===== src/lane_pkg.sv =====
// Shared definitions for the lane operand router
// Lane data word and operand-queue entry types
// Reduced vector operation codes
// Bus selector and data mux encodings
// Default queue depths

package lane_pkg;

  ////////////////////////////////////////////////////////////////////////////
  // Data widths
  ////////////////////////////////////////////////////////////////////////////

  localparam int unsigned ElenWidth = 64;

  typedef logic [ElenWidth-1:0] elen_t;

  // One operand plus the end-of-instruction marker
  typedef struct packed {
    logic  last;
    elen_t data;
  } opq_word_t;

  ////////////////////////////////////////////////////////////////////////////
  // Operation codes
  ////////////////////////////////////////////////////////////////////////////

  // Reduction groups are kept contiguous so they decode as ranges
  typedef enum logic [4:0] {
    VADD,
    VMUL,
    VSLIDEUP,
    VSLIDEDOWN,
    VLXE,
    VSXE,
    VREDSUM,
    VREDMAX,
    VWREDSUM,
    VFREDUSUM,
    VFREDOSUM,
    VFWREDOSUM
  } ara_op_e;

  ////////////////////////////////////////////////////////////////////////////
  // Bus arbitration
  ////////////////////////////////////////////////////////////////////////////

  // Owner of the shared operand bus
  typedef enum logic [1:0] {
    SLDU_SEL    = 2'd0,
    ADDRGEN_SEL = 2'd1,
    ALU_RED_SEL = 2'd2,
    FPU_RED_SEL = 2'd3
  } sel_e;

  // Source feeding bus_data_o
  typedef enum logic [1:0] {
    MUX_OPQUEUE_SEL = 2'd0,
    MUX_ALU_SEL     = 2'd1,
    MUX_FPU_SEL     = 2'd2
  } mux_sel_e;

  localparam int unsigned NrVInsnDefault  = 8;
  localparam int unsigned OpqDepthDefault = 4;

endpackage : lane_pkg


===== src/op_classifier.sv =====
// Operation classifier
// One registered stage that decodes accepted operations into
// bus selector entries for the order FIFO

`timescale 1ns/1ps

module op_classifier import lane_pkg::*; (
  input  logic    clk_i,
  input  logic    arst_n_i,
  input  logic    flush_i,
  // Incoming operations
  input  logic    op_valid_i,
  input  ara_op_e op_i,
  output logic    op_ready_o,
  // Selector entries towards the FIFO
  output logic    sel_valid_o,
  output sel_e    sel_o,
  input  logic    sel_ready_i
);

  logic    op_valid_q;
  ara_op_e op_q;
  logic    routed;

  // Stage is free when empty, discarded, or moving out this cycle
  assign op_ready_o = !sel_valid_o || sel_ready_i;

  // Flush drops the stage and anything arriving alongside it
  always_ff @(posedge clk_i or negedge arst_n_i) begin
    if (!arst_n_i) begin
      op_valid_q <= 1'b0;
      op_q       <= VADD;
    end else if (flush_i) begin
      op_valid_q <= 1'b0;
    end else if (op_ready_o) begin
      op_valid_q <= op_valid_i;
      op_q       <= op_i;
    end
  end

  // Decode the registered code
  always_comb begin
    routed = 1'b1;
    sel_o  = SLDU_SEL;
    case (op_q) inside
      VSLIDEUP, VSLIDEDOWN:  sel_o = SLDU_SEL;
      VLXE, VSXE:            sel_o = ADDRGEN_SEL;
      [VREDSUM:VWREDSUM]:    sel_o = ALU_RED_SEL;
      [VFREDUSUM:VFWREDOSUM]: sel_o = FPU_RED_SEL;
      // Plain arithmetic never touches the shared bus
      default:               routed = 1'b0;
    endcase
  end

  assign sel_valid_o = op_valid_q && routed;

  // A waiting entry holds still until the FIFO takes it
  a_sel_stable : assert property (@(posedge clk_i) disable iff (!arst_n_i)
    sel_valid_o && !sel_ready_i && !flush_i |=> sel_valid_o && $stable(sel_o));

endmodule : op_classifier


===== src/order_fifo.sv =====
// Generic flushable FIFO
// Circular buffer with read/write pointers and an occupancy count
// Payload type is set per instance

`timescale 1ns/1ps

module order_fifo #(
  parameter type         entry_t = logic,
  parameter int unsigned Depth   = 2
) (
  input  logic   clk_i,
  input  logic   arst_n_i,
  input  logic   flush_i,
  // Push side
  input  logic   valid_i,
  input  entry_t data_i,
  output logic   ready_o,
  // Pop side
  output logic   valid_o,
  output entry_t data_o,
  input  logic   pop_i
);

  localparam int unsigned PtrWidth = $clog2(Depth);
  localparam int unsigned CntWidth = $clog2(Depth + 1);

  entry_t                mem_q [Depth];
  logic   [PtrWidth-1:0] wr_ptr_q;
  logic   [PtrWidth-1:0] rd_ptr_q;
  logic   [CntWidth-1:0] count_q;
  logic                  push;
  logic                  pop;

  assign ready_o = (count_q != CntWidth'(Depth));
  assign valid_o = (count_q != '0);
  assign data_o  = mem_q[rd_ptr_q];

  assign push = valid_i && ready_o;
  assign pop  = pop_i && valid_o;

  ////////////////////////////////////////////////////////////////////////////
  // Pointers and count
  ////////////////////////////////////////////////////////////////////////////

  always_ff @(posedge clk_i or negedge arst_n_i) begin
    if (!arst_n_i) begin
      wr_ptr_q <= '0;
      rd_ptr_q <= '0;
      count_q  <= '0;
    end else if (flush_i) begin
      wr_ptr_q <= '0;
      rd_ptr_q <= '0;
      count_q  <= '0;
    end else begin
      if (push) begin
        wr_ptr_q <= (wr_ptr_q == PtrWidth'(Depth - 1)) ? '0 : wr_ptr_q + 1'b1;
      end
      if (pop) begin
        rd_ptr_q <= (rd_ptr_q == PtrWidth'(Depth - 1)) ? '0 : rd_ptr_q + 1'b1;
      end
      // Simultaneous push and pop leaves the count alone
      if (push && !pop) begin
        count_q <= count_q + 1'b1;
      end else if (pop && !push) begin
        count_q <= count_q - 1'b1;
      end
    end
  end

  // Storage
  always_ff @(posedge clk_i) begin
    if (push && !flush_i) begin
      mem_q[wr_ptr_q] <= data_i;
    end
  end

  ////////////////////////////////////////////////////////////////////////////
  // Assertions
  ////////////////////////////////////////////////////////////////////////////

  // Consumer only pops a visible head
  a_no_pop_empty : assert property (@(posedge clk_i) disable iff (!arst_n_i)
    pop_i |-> valid_o);

  // A push refused while full is held by the producer
  a_push_held_full : assert property (@(posedge clk_i) disable iff (!arst_n_i)
    valid_i && !ready_o && !flush_i |=> valid_i && $stable(data_i));

endmodule : order_fifo


===== src/operand_bus_arbiter.sv =====
// Shared operand bus arbiter
// Head selector picks the bus owner: operand queue, ALU or FPU reduction
// Operand valid demux between slide unit and address generator
// Reduction valid steering and selector/operand pop decisions

`timescale 1ns/1ps

module operand_bus_arbiter import lane_pkg::*; (
  input  logic      clk_i,
  input  logic      arst_n_i,
  // Selector FIFO head
  input  logic      sel_valid_i,
  input  sel_e      sel_i,
  output logic      sel_pop_o,
  // Operand FIFO head
  input  logic      opq_valid_i,
  input  opq_word_t opq_i,
  output logic      opq_pop_o,
  // Reduction sources
  input  elen_t     alu_red_data_i,
  input  elen_t     fpu_red_data_i,
  output logic      alu_red_gnt_o,
  output logic      fpu_red_gnt_o,
  input  logic      alu_red_done_i,
  input  logic      fpu_red_done_i,
  // Reduction valid from the slide unit
  input  logic      sldu_red_valid_i,
  output logic      sldu_red_ready_o,
  output logic      alu_red_in_valid_o,
  output logic      fpu_red_in_valid_o,
  input  logic      alu_red_in_ready_i,
  input  logic      fpu_red_in_ready_i,
  // Shared bus
  output elen_t     bus_data_o,
  output logic      sldu_valid_o,
  output logic      addrgen_valid_o,
  input  logic      sldu_ready_i,
  input  logic      addrgen_ready_i
);

  logic     own_sldu;
  logic     own_addrgen;
  logic     own_alu;
  logic     own_fpu;
  logic     opq_ready;
  mux_sel_e mux_sel;

  // Owner decode, nothing owns the bus with an empty selector FIFO
  assign own_sldu    = sel_valid_i && (sel_i == SLDU_SEL);
  assign own_addrgen = sel_valid_i && (sel_i == ADDRGEN_SEL);
  assign own_alu     = sel_valid_i && (sel_i == ALU_RED_SEL);
  assign own_fpu     = sel_valid_i && (sel_i == FPU_RED_SEL);

  ////////////////////////////////////////////////////////////////////////////
  // Bus data mux
  ////////////////////////////////////////////////////////////////////////////

  always_comb begin
    case (sel_i)
      ALU_RED_SEL: mux_sel = MUX_ALU_SEL;
      FPU_RED_SEL: mux_sel = MUX_FPU_SEL;
      default:     mux_sel = MUX_OPQUEUE_SEL;
    endcase
  end

  always_comb begin
    case (mux_sel)
      MUX_ALU_SEL: bus_data_o = alu_red_data_i;
      MUX_FPU_SEL: bus_data_o = fpu_red_data_i;
      default:     bus_data_o = opq_i.data;
    endcase
  end

  ////////////////////////////////////////////////////////////////////////////
  // Valid demux and grants
  ////////////////////////////////////////////////////////////////////////////

  // Reductions present their data as soon as they own the bus
  assign sldu_valid_o    = (own_sldu && opq_valid_i) || own_alu || own_fpu;
  assign addrgen_valid_o = own_addrgen && opq_valid_i;

  assign alu_red_gnt_o = own_alu && sldu_ready_i;
  assign fpu_red_gnt_o = own_fpu && sldu_ready_i;

  // Ready back to the operand queue comes from whichever side owns it
  assign opq_ready = (own_sldu && sldu_ready_i) || (own_addrgen && addrgen_ready_i);
  assign opq_pop_o = opq_valid_i && opq_ready;

  ////////////////////////////////////////////////////////////////////////////
  // Reduction valid steering
  ////////////////////////////////////////////////////////////////////////////

  assign alu_red_in_valid_o = sldu_red_valid_i && own_alu;
  assign fpu_red_in_valid_o = sldu_red_valid_i && own_fpu;

  always_comb begin
    sldu_red_ready_o = 1'b0;
    if (own_alu) begin
      sldu_red_ready_o = alu_red_in_ready_i;
    end else if (own_fpu) begin
      sldu_red_ready_o = fpu_red_in_ready_i;
    end
  end

  ////////////////////////////////////////////////////////////////////////////
  // Selector pop
  ////////////////////////////////////////////////////////////////////////////

  // Operand streams retire with their last operand, reductions on done
  always_comb begin
    sel_pop_o = 1'b0;
    if (own_sldu || own_addrgen) begin
      sel_pop_o = opq_pop_o && opq_i.last;
    end else if (own_alu) begin
      sel_pop_o = alu_red_done_i;
    end else if (own_fpu) begin
      sel_pop_o = fpu_red_done_i;
    end
  end

  ////////////////////////////////////////////////////////////////////////////
  // Assertions
  ////////////////////////////////////////////////////////////////////////////

  a_one_operand_sink : assert property (@(posedge clk_i) disable iff (!arst_n_i)
    !(sldu_valid_o && addrgen_valid_o));

  // A reduction only completes while its selector is at the head
  a_red_done_owned : assert property (@(posedge clk_i) disable iff (!arst_n_i)
    (alu_red_done_i |-> own_alu) and (fpu_red_done_i |-> own_fpu));

endmodule : operand_bus_arbiter


===== src/lane_operand_router.sv =====
// Lane operand router top level
// Operation classifier feeding an in-order selector FIFO
// Operand FIFO for slide and indexed memory operands
// Bus arbiter sharing one operand bus among slide unit,
// address generator and the ALU/FPU reduction paths

`timescale 1ns/1ps

module lane_operand_router import lane_pkg::*; #(
  parameter int unsigned NrVInsn  = NrVInsnDefault,
  parameter int unsigned OpqDepth = OpqDepthDefault
) (
  input  logic    clk_i,
  input  logic    arst_n_i,
  input  logic    flush_i,
  // Operations
  input  logic    op_valid_i,
  input  ara_op_e op_i,
  output logic    op_ready_o,
  // Operand stream
  input  logic    opq_valid_i,
  input  elen_t   opq_data_i,
  input  logic    opq_last_i,
  output logic    opq_ready_o,
  // Reduction sources
  input  elen_t   alu_red_data_i,
  input  elen_t   fpu_red_data_i,
  output logic    alu_red_gnt_o,
  output logic    fpu_red_gnt_o,
  input  logic    alu_red_done_i,
  input  logic    fpu_red_done_i,
  // Slide unit reduction valid
  input  logic    sldu_red_valid_i,
  output logic    sldu_red_ready_o,
  output logic    alu_red_in_valid_o,
  output logic    fpu_red_in_valid_o,
  input  logic    alu_red_in_ready_i,
  input  logic    fpu_red_in_ready_i,
  // Shared bus
  output elen_t   bus_data_o,
  output logic    sldu_valid_o,
  output logic    addrgen_valid_o,
  input  logic    sldu_ready_i,
  input  logic    addrgen_ready_i
);

  // Classifier to selector FIFO
  logic      cls_valid;
  sel_e      cls_sel;
  logic      cls_ready;
  // Selector FIFO head
  logic      sel_valid;
  sel_e      sel_head;
  logic      sel_pop;
  // Operand FIFO
  opq_word_t opq_word;
  logic      opq_valid;
  opq_word_t opq_head;
  logic      opq_pop;

  assign opq_word = '{last: opq_last_i, data: opq_data_i};

  ////////////////////////////////////////////////////////////////////////////
  // Classification and ordering
  ////////////////////////////////////////////////////////////////////////////

  op_classifier u_classifier (
    .clk_i      (clk_i),
    .arst_n_i   (arst_n_i),
    .flush_i    (flush_i),
    .op_valid_i (op_valid_i),
    .op_i       (op_i),
    .op_ready_o (op_ready_o),
    .sel_valid_o(cls_valid),
    .sel_o      (cls_sel),
    .sel_ready_i(cls_ready)
  );

  order_fifo #(
    .entry_t(sel_e),
    .Depth  (NrVInsn)
  ) u_sel_fifo (
    .clk_i   (clk_i),
    .arst_n_i(arst_n_i),
    .flush_i (flush_i),
    .valid_i (cls_valid),
    .data_i  (cls_sel),
    .ready_o (cls_ready),
    .valid_o (sel_valid),
    .data_o  (sel_head),
    .pop_i   (sel_pop)
  );

  order_fifo #(
    .entry_t(opq_word_t),
    .Depth  (OpqDepth)
  ) u_opq_fifo (
    .clk_i   (clk_i),
    .arst_n_i(arst_n_i),
    .flush_i (flush_i),
    .valid_i (opq_valid_i),
    .data_i  (opq_word),
    .ready_o (opq_ready_o),
    .valid_o (opq_valid),
    .data_o  (opq_head),
    .pop_i   (opq_pop)
  );

  ////////////////////////////////////////////////////////////////////////////
  // Bus arbitration
  ////////////////////////////////////////////////////////////////////////////

  operand_bus_arbiter u_arbiter (
    .clk_i             (clk_i),
    .arst_n_i          (arst_n_i),
    .sel_valid_i       (sel_valid),
    .sel_i             (sel_head),
    .sel_pop_o         (sel_pop),
    .opq_valid_i       (opq_valid),
    .opq_i             (opq_head),
    .opq_pop_o         (opq_pop),
    .alu_red_data_i    (alu_red_data_i),
    .fpu_red_data_i    (fpu_red_data_i),
    .alu_red_gnt_o     (alu_red_gnt_o),
    .fpu_red_gnt_o     (fpu_red_gnt_o),
    .alu_red_done_i    (alu_red_done_i),
    .fpu_red_done_i    (fpu_red_done_i),
    .sldu_red_valid_i  (sldu_red_valid_i),
    .sldu_red_ready_o  (sldu_red_ready_o),
    .alu_red_in_valid_o(alu_red_in_valid_o),
    .fpu_red_in_valid_o(fpu_red_in_valid_o),
    .alu_red_in_ready_i(alu_red_in_ready_i),
    .fpu_red_in_ready_i(fpu_red_in_ready_i),
    .bus_data_o        (bus_data_o),
    .sldu_valid_o      (sldu_valid_o),
    .addrgen_valid_o   (addrgen_valid_o),
    .sldu_ready_i      (sldu_ready_i),
    .addrgen_ready_i   (addrgen_ready_i)
  );

  // Pointer wrap logic needs at least two entries
  if (NrVInsn < 2 || OpqDepth < 2) begin : g_depth_check
    $error("lane_operand_router: FIFO depths must be at least 2");
  end

endmodule : lane_operand_router


===== config.mk =====
export PLATFORM = sky130hd
export DESIGN_NAME = lane_operand_router
export DESIGN_NICKNAME = d
export VERILOG_FILES = /design/src/lane_pkg.sv /design/src/op_classifier.sv /design/src/order_fifo.sv /design/src/operand_bus_arbiter.sv /design/src/lane_operand_router.sv
export SDC_FILE = /design/constraint.sdc
export NUM_CORES = 1
export LEC_CHECK = 0
export BUFFER_PORTS_ARGS = -buffer_cell sky130_fd_sc_hd__buf_2
export CAP_MARGIN = 20
export CORE_MARGIN = 5
export CORE_UTILIZATION = 25
export CTS_CLUSTER_DIAMETER = 60
export DETAILED_ROUTE_END_ITERATION = 10
export PLACE_DENSITY = 0.52
export RECOVER_POWER = 25
export SLEW_MARGIN = 0
export SYNTH_ARGS = -nofsm -noshare
export SYNTH_HDL_FRONTEND = slang
export SYNTH_HIERARCHICAL = 1
export SYNTH_SLANG_ARGS = --single-unit

===== constraint.sdc =====
create_clock -name clk_i -period 6.2 [get_ports clk_i]
set_input_delay 0 -clock clk_i [delete_from_list [all_inputs] [get_ports clk_i]]
set_output_delay 0 -clock clk_i [all_outputs]
set_load 0.1 [all_outputs]

==> impl_metrics.csv <==
group,metric,value,unit
logic_synthesis,syn_avg_cell_area,17.3,sq um
cts,post_cts_buffers,0,
outcome,status,"completed",
logic_synthesis,synth_fp_nets,982,
global_route,busiest_layer,"met2",
final_layout,diodes,0,
floorplanning,ios,283,
placement,post_dp_cell_area,15100,sq um
sta,period_needed,4.02,ns
final_layout,multi_input_area,3890,sq um
logic_synthesis,yosys_warnings,6,
drt,drtIter0Drc,325,
drt,postRouteAntennaNets,0,
placement,numPortBuffers,282,
cts,ctsResizeCount,0,
drt,first_pass_iters,4,
cts,cts_tree,"built",
logic_synthesis,synthDistinctLibCells,60,
sta,fin_ws,2.18,ns
power,power,5.10,mW
setup_path,timing.rr.end,"u_sel_fifo/count_q[3]$_DFFE_PN0P_",
global_route,use_met3,0.0288,
sta,clock_skew,0.0156,ns
logic_synthesis,ys.flop_type,"edfxtp_1",
cts,cts_made_buffers,39,
floorplanning,dieArea,57200,sq um
logic_synthesis,yosys.area.top_type,"edfxtp_1",
hold_path,hold_class,"in -> async",
sta,slew_viol_final,0,
global_route,grt_pass1_wl,48.7,mm
logic_synthesis,netlist_top_cells_count,"edfxtp_1, nor2_1, a21oi_1",
floorplanning,rows,84,
cts,cts_max_level,2,
drt,drt-total-wl,32.1,mm
sta,max_slew_margin,0.391,
cts,postCtsHoldBufs,76,
final_layout,final_area,17100,sq um
flow_run,cap_violations,0,
global_route,grt_util_all_layers,0.110,
setup_path,crit_path_start_kind,"flop",
placement,dpl.cell_count,1694,
placement,place_congestion,0.745,
final_layout,syn2layout_area_growth,30.4,%
global_route,antenna_found_initial,2,
sta,tns,0,ns
floorplanning,die_w,239,um
setup_path,reg2reg_slack,2.19,ns
final_layout,nNetsFinal,1346,
logic_synthesis,ys_ff_latch,299,
placement,pre_cts_ws,2.16,ns
logic_synthesis,syn-instance-count,759,
final_layout,layout.cells.non_filler,1838,
drt,avgViaCountPerCell,4.37,
sta,rsz0062_at_grt,"false",
drt,routedWlPerCell,17.5,um
drt,via_count,8026,
final_layout,post-route-util,0.328,
global_route,grt_util_met2,0.179,
setup_path,crit_path_end_kind,"output port",
logic_synthesis,yosysMostFrequentCell,"edfxtp_1",
sta,hold_slack,0.00954,ns
floorplanning,die_h,239,um
logic_synthesis,synth_edf_count,276,
cts,worstSkewPairLatency,0.54,ns
logic_synthesis,async_reset_ff_frac,0.0769,
sta,max_freq,249,MHz
sta,hold_viol,0,
cts,path_clk_slew,0.06,ns
setup_path,cp-startpoint,"u_sel_fifo/rd_ptr_q[0]$_DFFE_PN0P_",
logic_synthesis,seq_area_frac_synth,0.675,
placement,post-dp-hpwl,19.9,mm
global_route,grt_start_max_net_pins,77,
setup_path,timing.rr.start,"u_sel_fifo/rd_ptr_q[0]$_DFFE_PN0P_",
setup_path,endpoint,"bus_data_o[63]",
cts,clockBufferDepth,3,
floorplanning,core,52200,sq um
power,power.density,298,nW/um^2
power,peakVddDrop,0.157,mV
global_route,grt-ovfl-total,0,
sta,worstMarginPinSlew,0.914,ns
setup_path,ff2ff_path_depth,11,
setup_path,timing_worst_setup_path_type,"reg -> out",
global_route,grt_pass1_vias,8426,
cts,clock_sinks,299,
final_layout,regArea,8870,sq um
logic_synthesis,yosysTopAreaCellShare,0.631,
sta,setup_violations,0,
logic_synthesis,syn_area,13100,sq um
power,p_leak,6.22,nW
drt,drc,0,
setup_path,cp.arrival,4.02,ns
final_layout,nFillCells,5101,
floorplanning,start_util,0.251,
setup_path,cp_data_required_time,6.20,ns
sta,post-route-period-util,0.648,
final_layout,drive_gt1_frac,0.347,
global_route,grt_use_met1,0.147,
cts,root_buffer,"clkbuf_16",
logic_synthesis,yosys-top-cells-area,"edfxtp_1, mux4_2, mux2i_1",
setup_path,crit_path_max_fanout,42,
-- routing by layer --
metal / part of all wire / up-vias
met5: 0.00028 / -
met4: 0.022 / 2
met3: 0.062 / 52
met2: 0.48 / 203
met1: 0.43 / 4024
li1: - / 3745
-- flip-flops by register name, indices dropped and copies added, names as in the netlist --
register                 count
u_classifier/op_q            5
u_classifier/op_valid_q      1
u_opq_fifo/count_q           3
u_opq_fifo/mem_q           260
u_opq_fifo/rd_ptr_q          2
u_opq_fifo/wr_ptr_q          2
u_sel_fifo/count_q           4
u_sel_fifo/mem_q            16
u_sel_fifo/rd_ptr_q          3
u_sel_fifo/wr_ptr_q          3
-- area by class of cell --
class	instances	share of cell area
Sequential cell	299	0.519
Multi-Input combinational cell	404	0.227
Timing Repair Buffer	367	0.128
Clock buffer	44	0.0606
Tap cell	688	0.0503
Clock inverter	24	0.0130
Inverter	12	0.00263
-- power breakdown --
part	switching (mW)	total, mW	internal (mW)
registers	0.0254	2.30	2.28
logic	0.422	0.609	0.187
clock network	0.852	2.19	1.33
-- logic make-up (layout without fill, tap and decap cells) --
family | after synthesis | in the layout | share of synthesized area
AO/OA/AOI/OAI | 101 | 101 | 0.0465
XOR/XNOR | 2 | 2 | 0.00133
adder cells (fa/ha/maj) | 13 | 13 | 0.0135
buffers and inverters | 56 | 447 | 0.0298
flip-flops | 299 | 299 | 0.675
multiplexers | 150 | 150 | 0.182
AND/OR/NAND/NOR | 138 | 138 | 0.0514
-- cell usage in the layout, fill, tap and decap left out, types with 2 or more instances in the layout --
cell / instances
a21oi_1: 77
inv_6: 4
or3_1: 4
clkinvlp_4: 3
or4_1: 2
dfrtp_4: 2
mux2_4: 6
xnor2_1: 2
nor3b_1: 3
and2_4: 4
nand4b_1: 3
nor3_1: 6
bufinv_16: 3
dfrtp_1: 21
edfxtp_1: 276
mux2_2: 2
clkbuf_16: 41
clkbuf_1: 47
inv_1: 12
buf_2: 238
o21ai_0: 4
a211oi_1: 3
clkinv_2: 4
and4_1: 2
clkinv_1: 7
o21a_1: 2
mux2i_1: 73
mux4_2: 69
nand2b_1: 5
ha_1: 11
nand2_1: 8
dlygate4sd3_1: 76
buf_4: 9
nand3_1: 2
fa_1: 2
nor2_1: 85
clkinv_4: 2
-- critical path, cell delays in order (launching register included) --
cell	delay [ns]
dfrtp_1	0.50
mux4_2	0.41
mux2_4	0.59
buf_4	0.59
mux2i_1	0.72
a21oi_1	0.27
buf_2	0.38
-- worst min-delay path by stage --
stage | end | slack [ns] | startpoint | cells after the start
2_1_floorplan | u_classifier/op_q[0]$_DFFE_PN0P_ | -0.30 | arst_n_i | 0
3_3_place_gp | u_sel_fifo/count_q[0]$_DFFE_PN0P_ | 0.05 | arst_n_i | 1
3_5_place_dp | u_sel_fifo/count_q[0]$_DFFE_PN0P_ | 0.05 | arst_n_i | 1
4_1_cts | u_sel_fifo/rd_ptr_q[0]$_DFFE_PN0P_ | 0.02 | arst_n_i | 2
5_1_grt | u_sel_fifo/rd_ptr_q[0]$_DFFE_PN0P_ | 0.07 | arst_n_i | 2
6_report | u_sel_fifo/count_q[1]$_DFFE_PN0P_ | 0.01 | arst_n_i | 2
(Power assumes the default switching activity.)
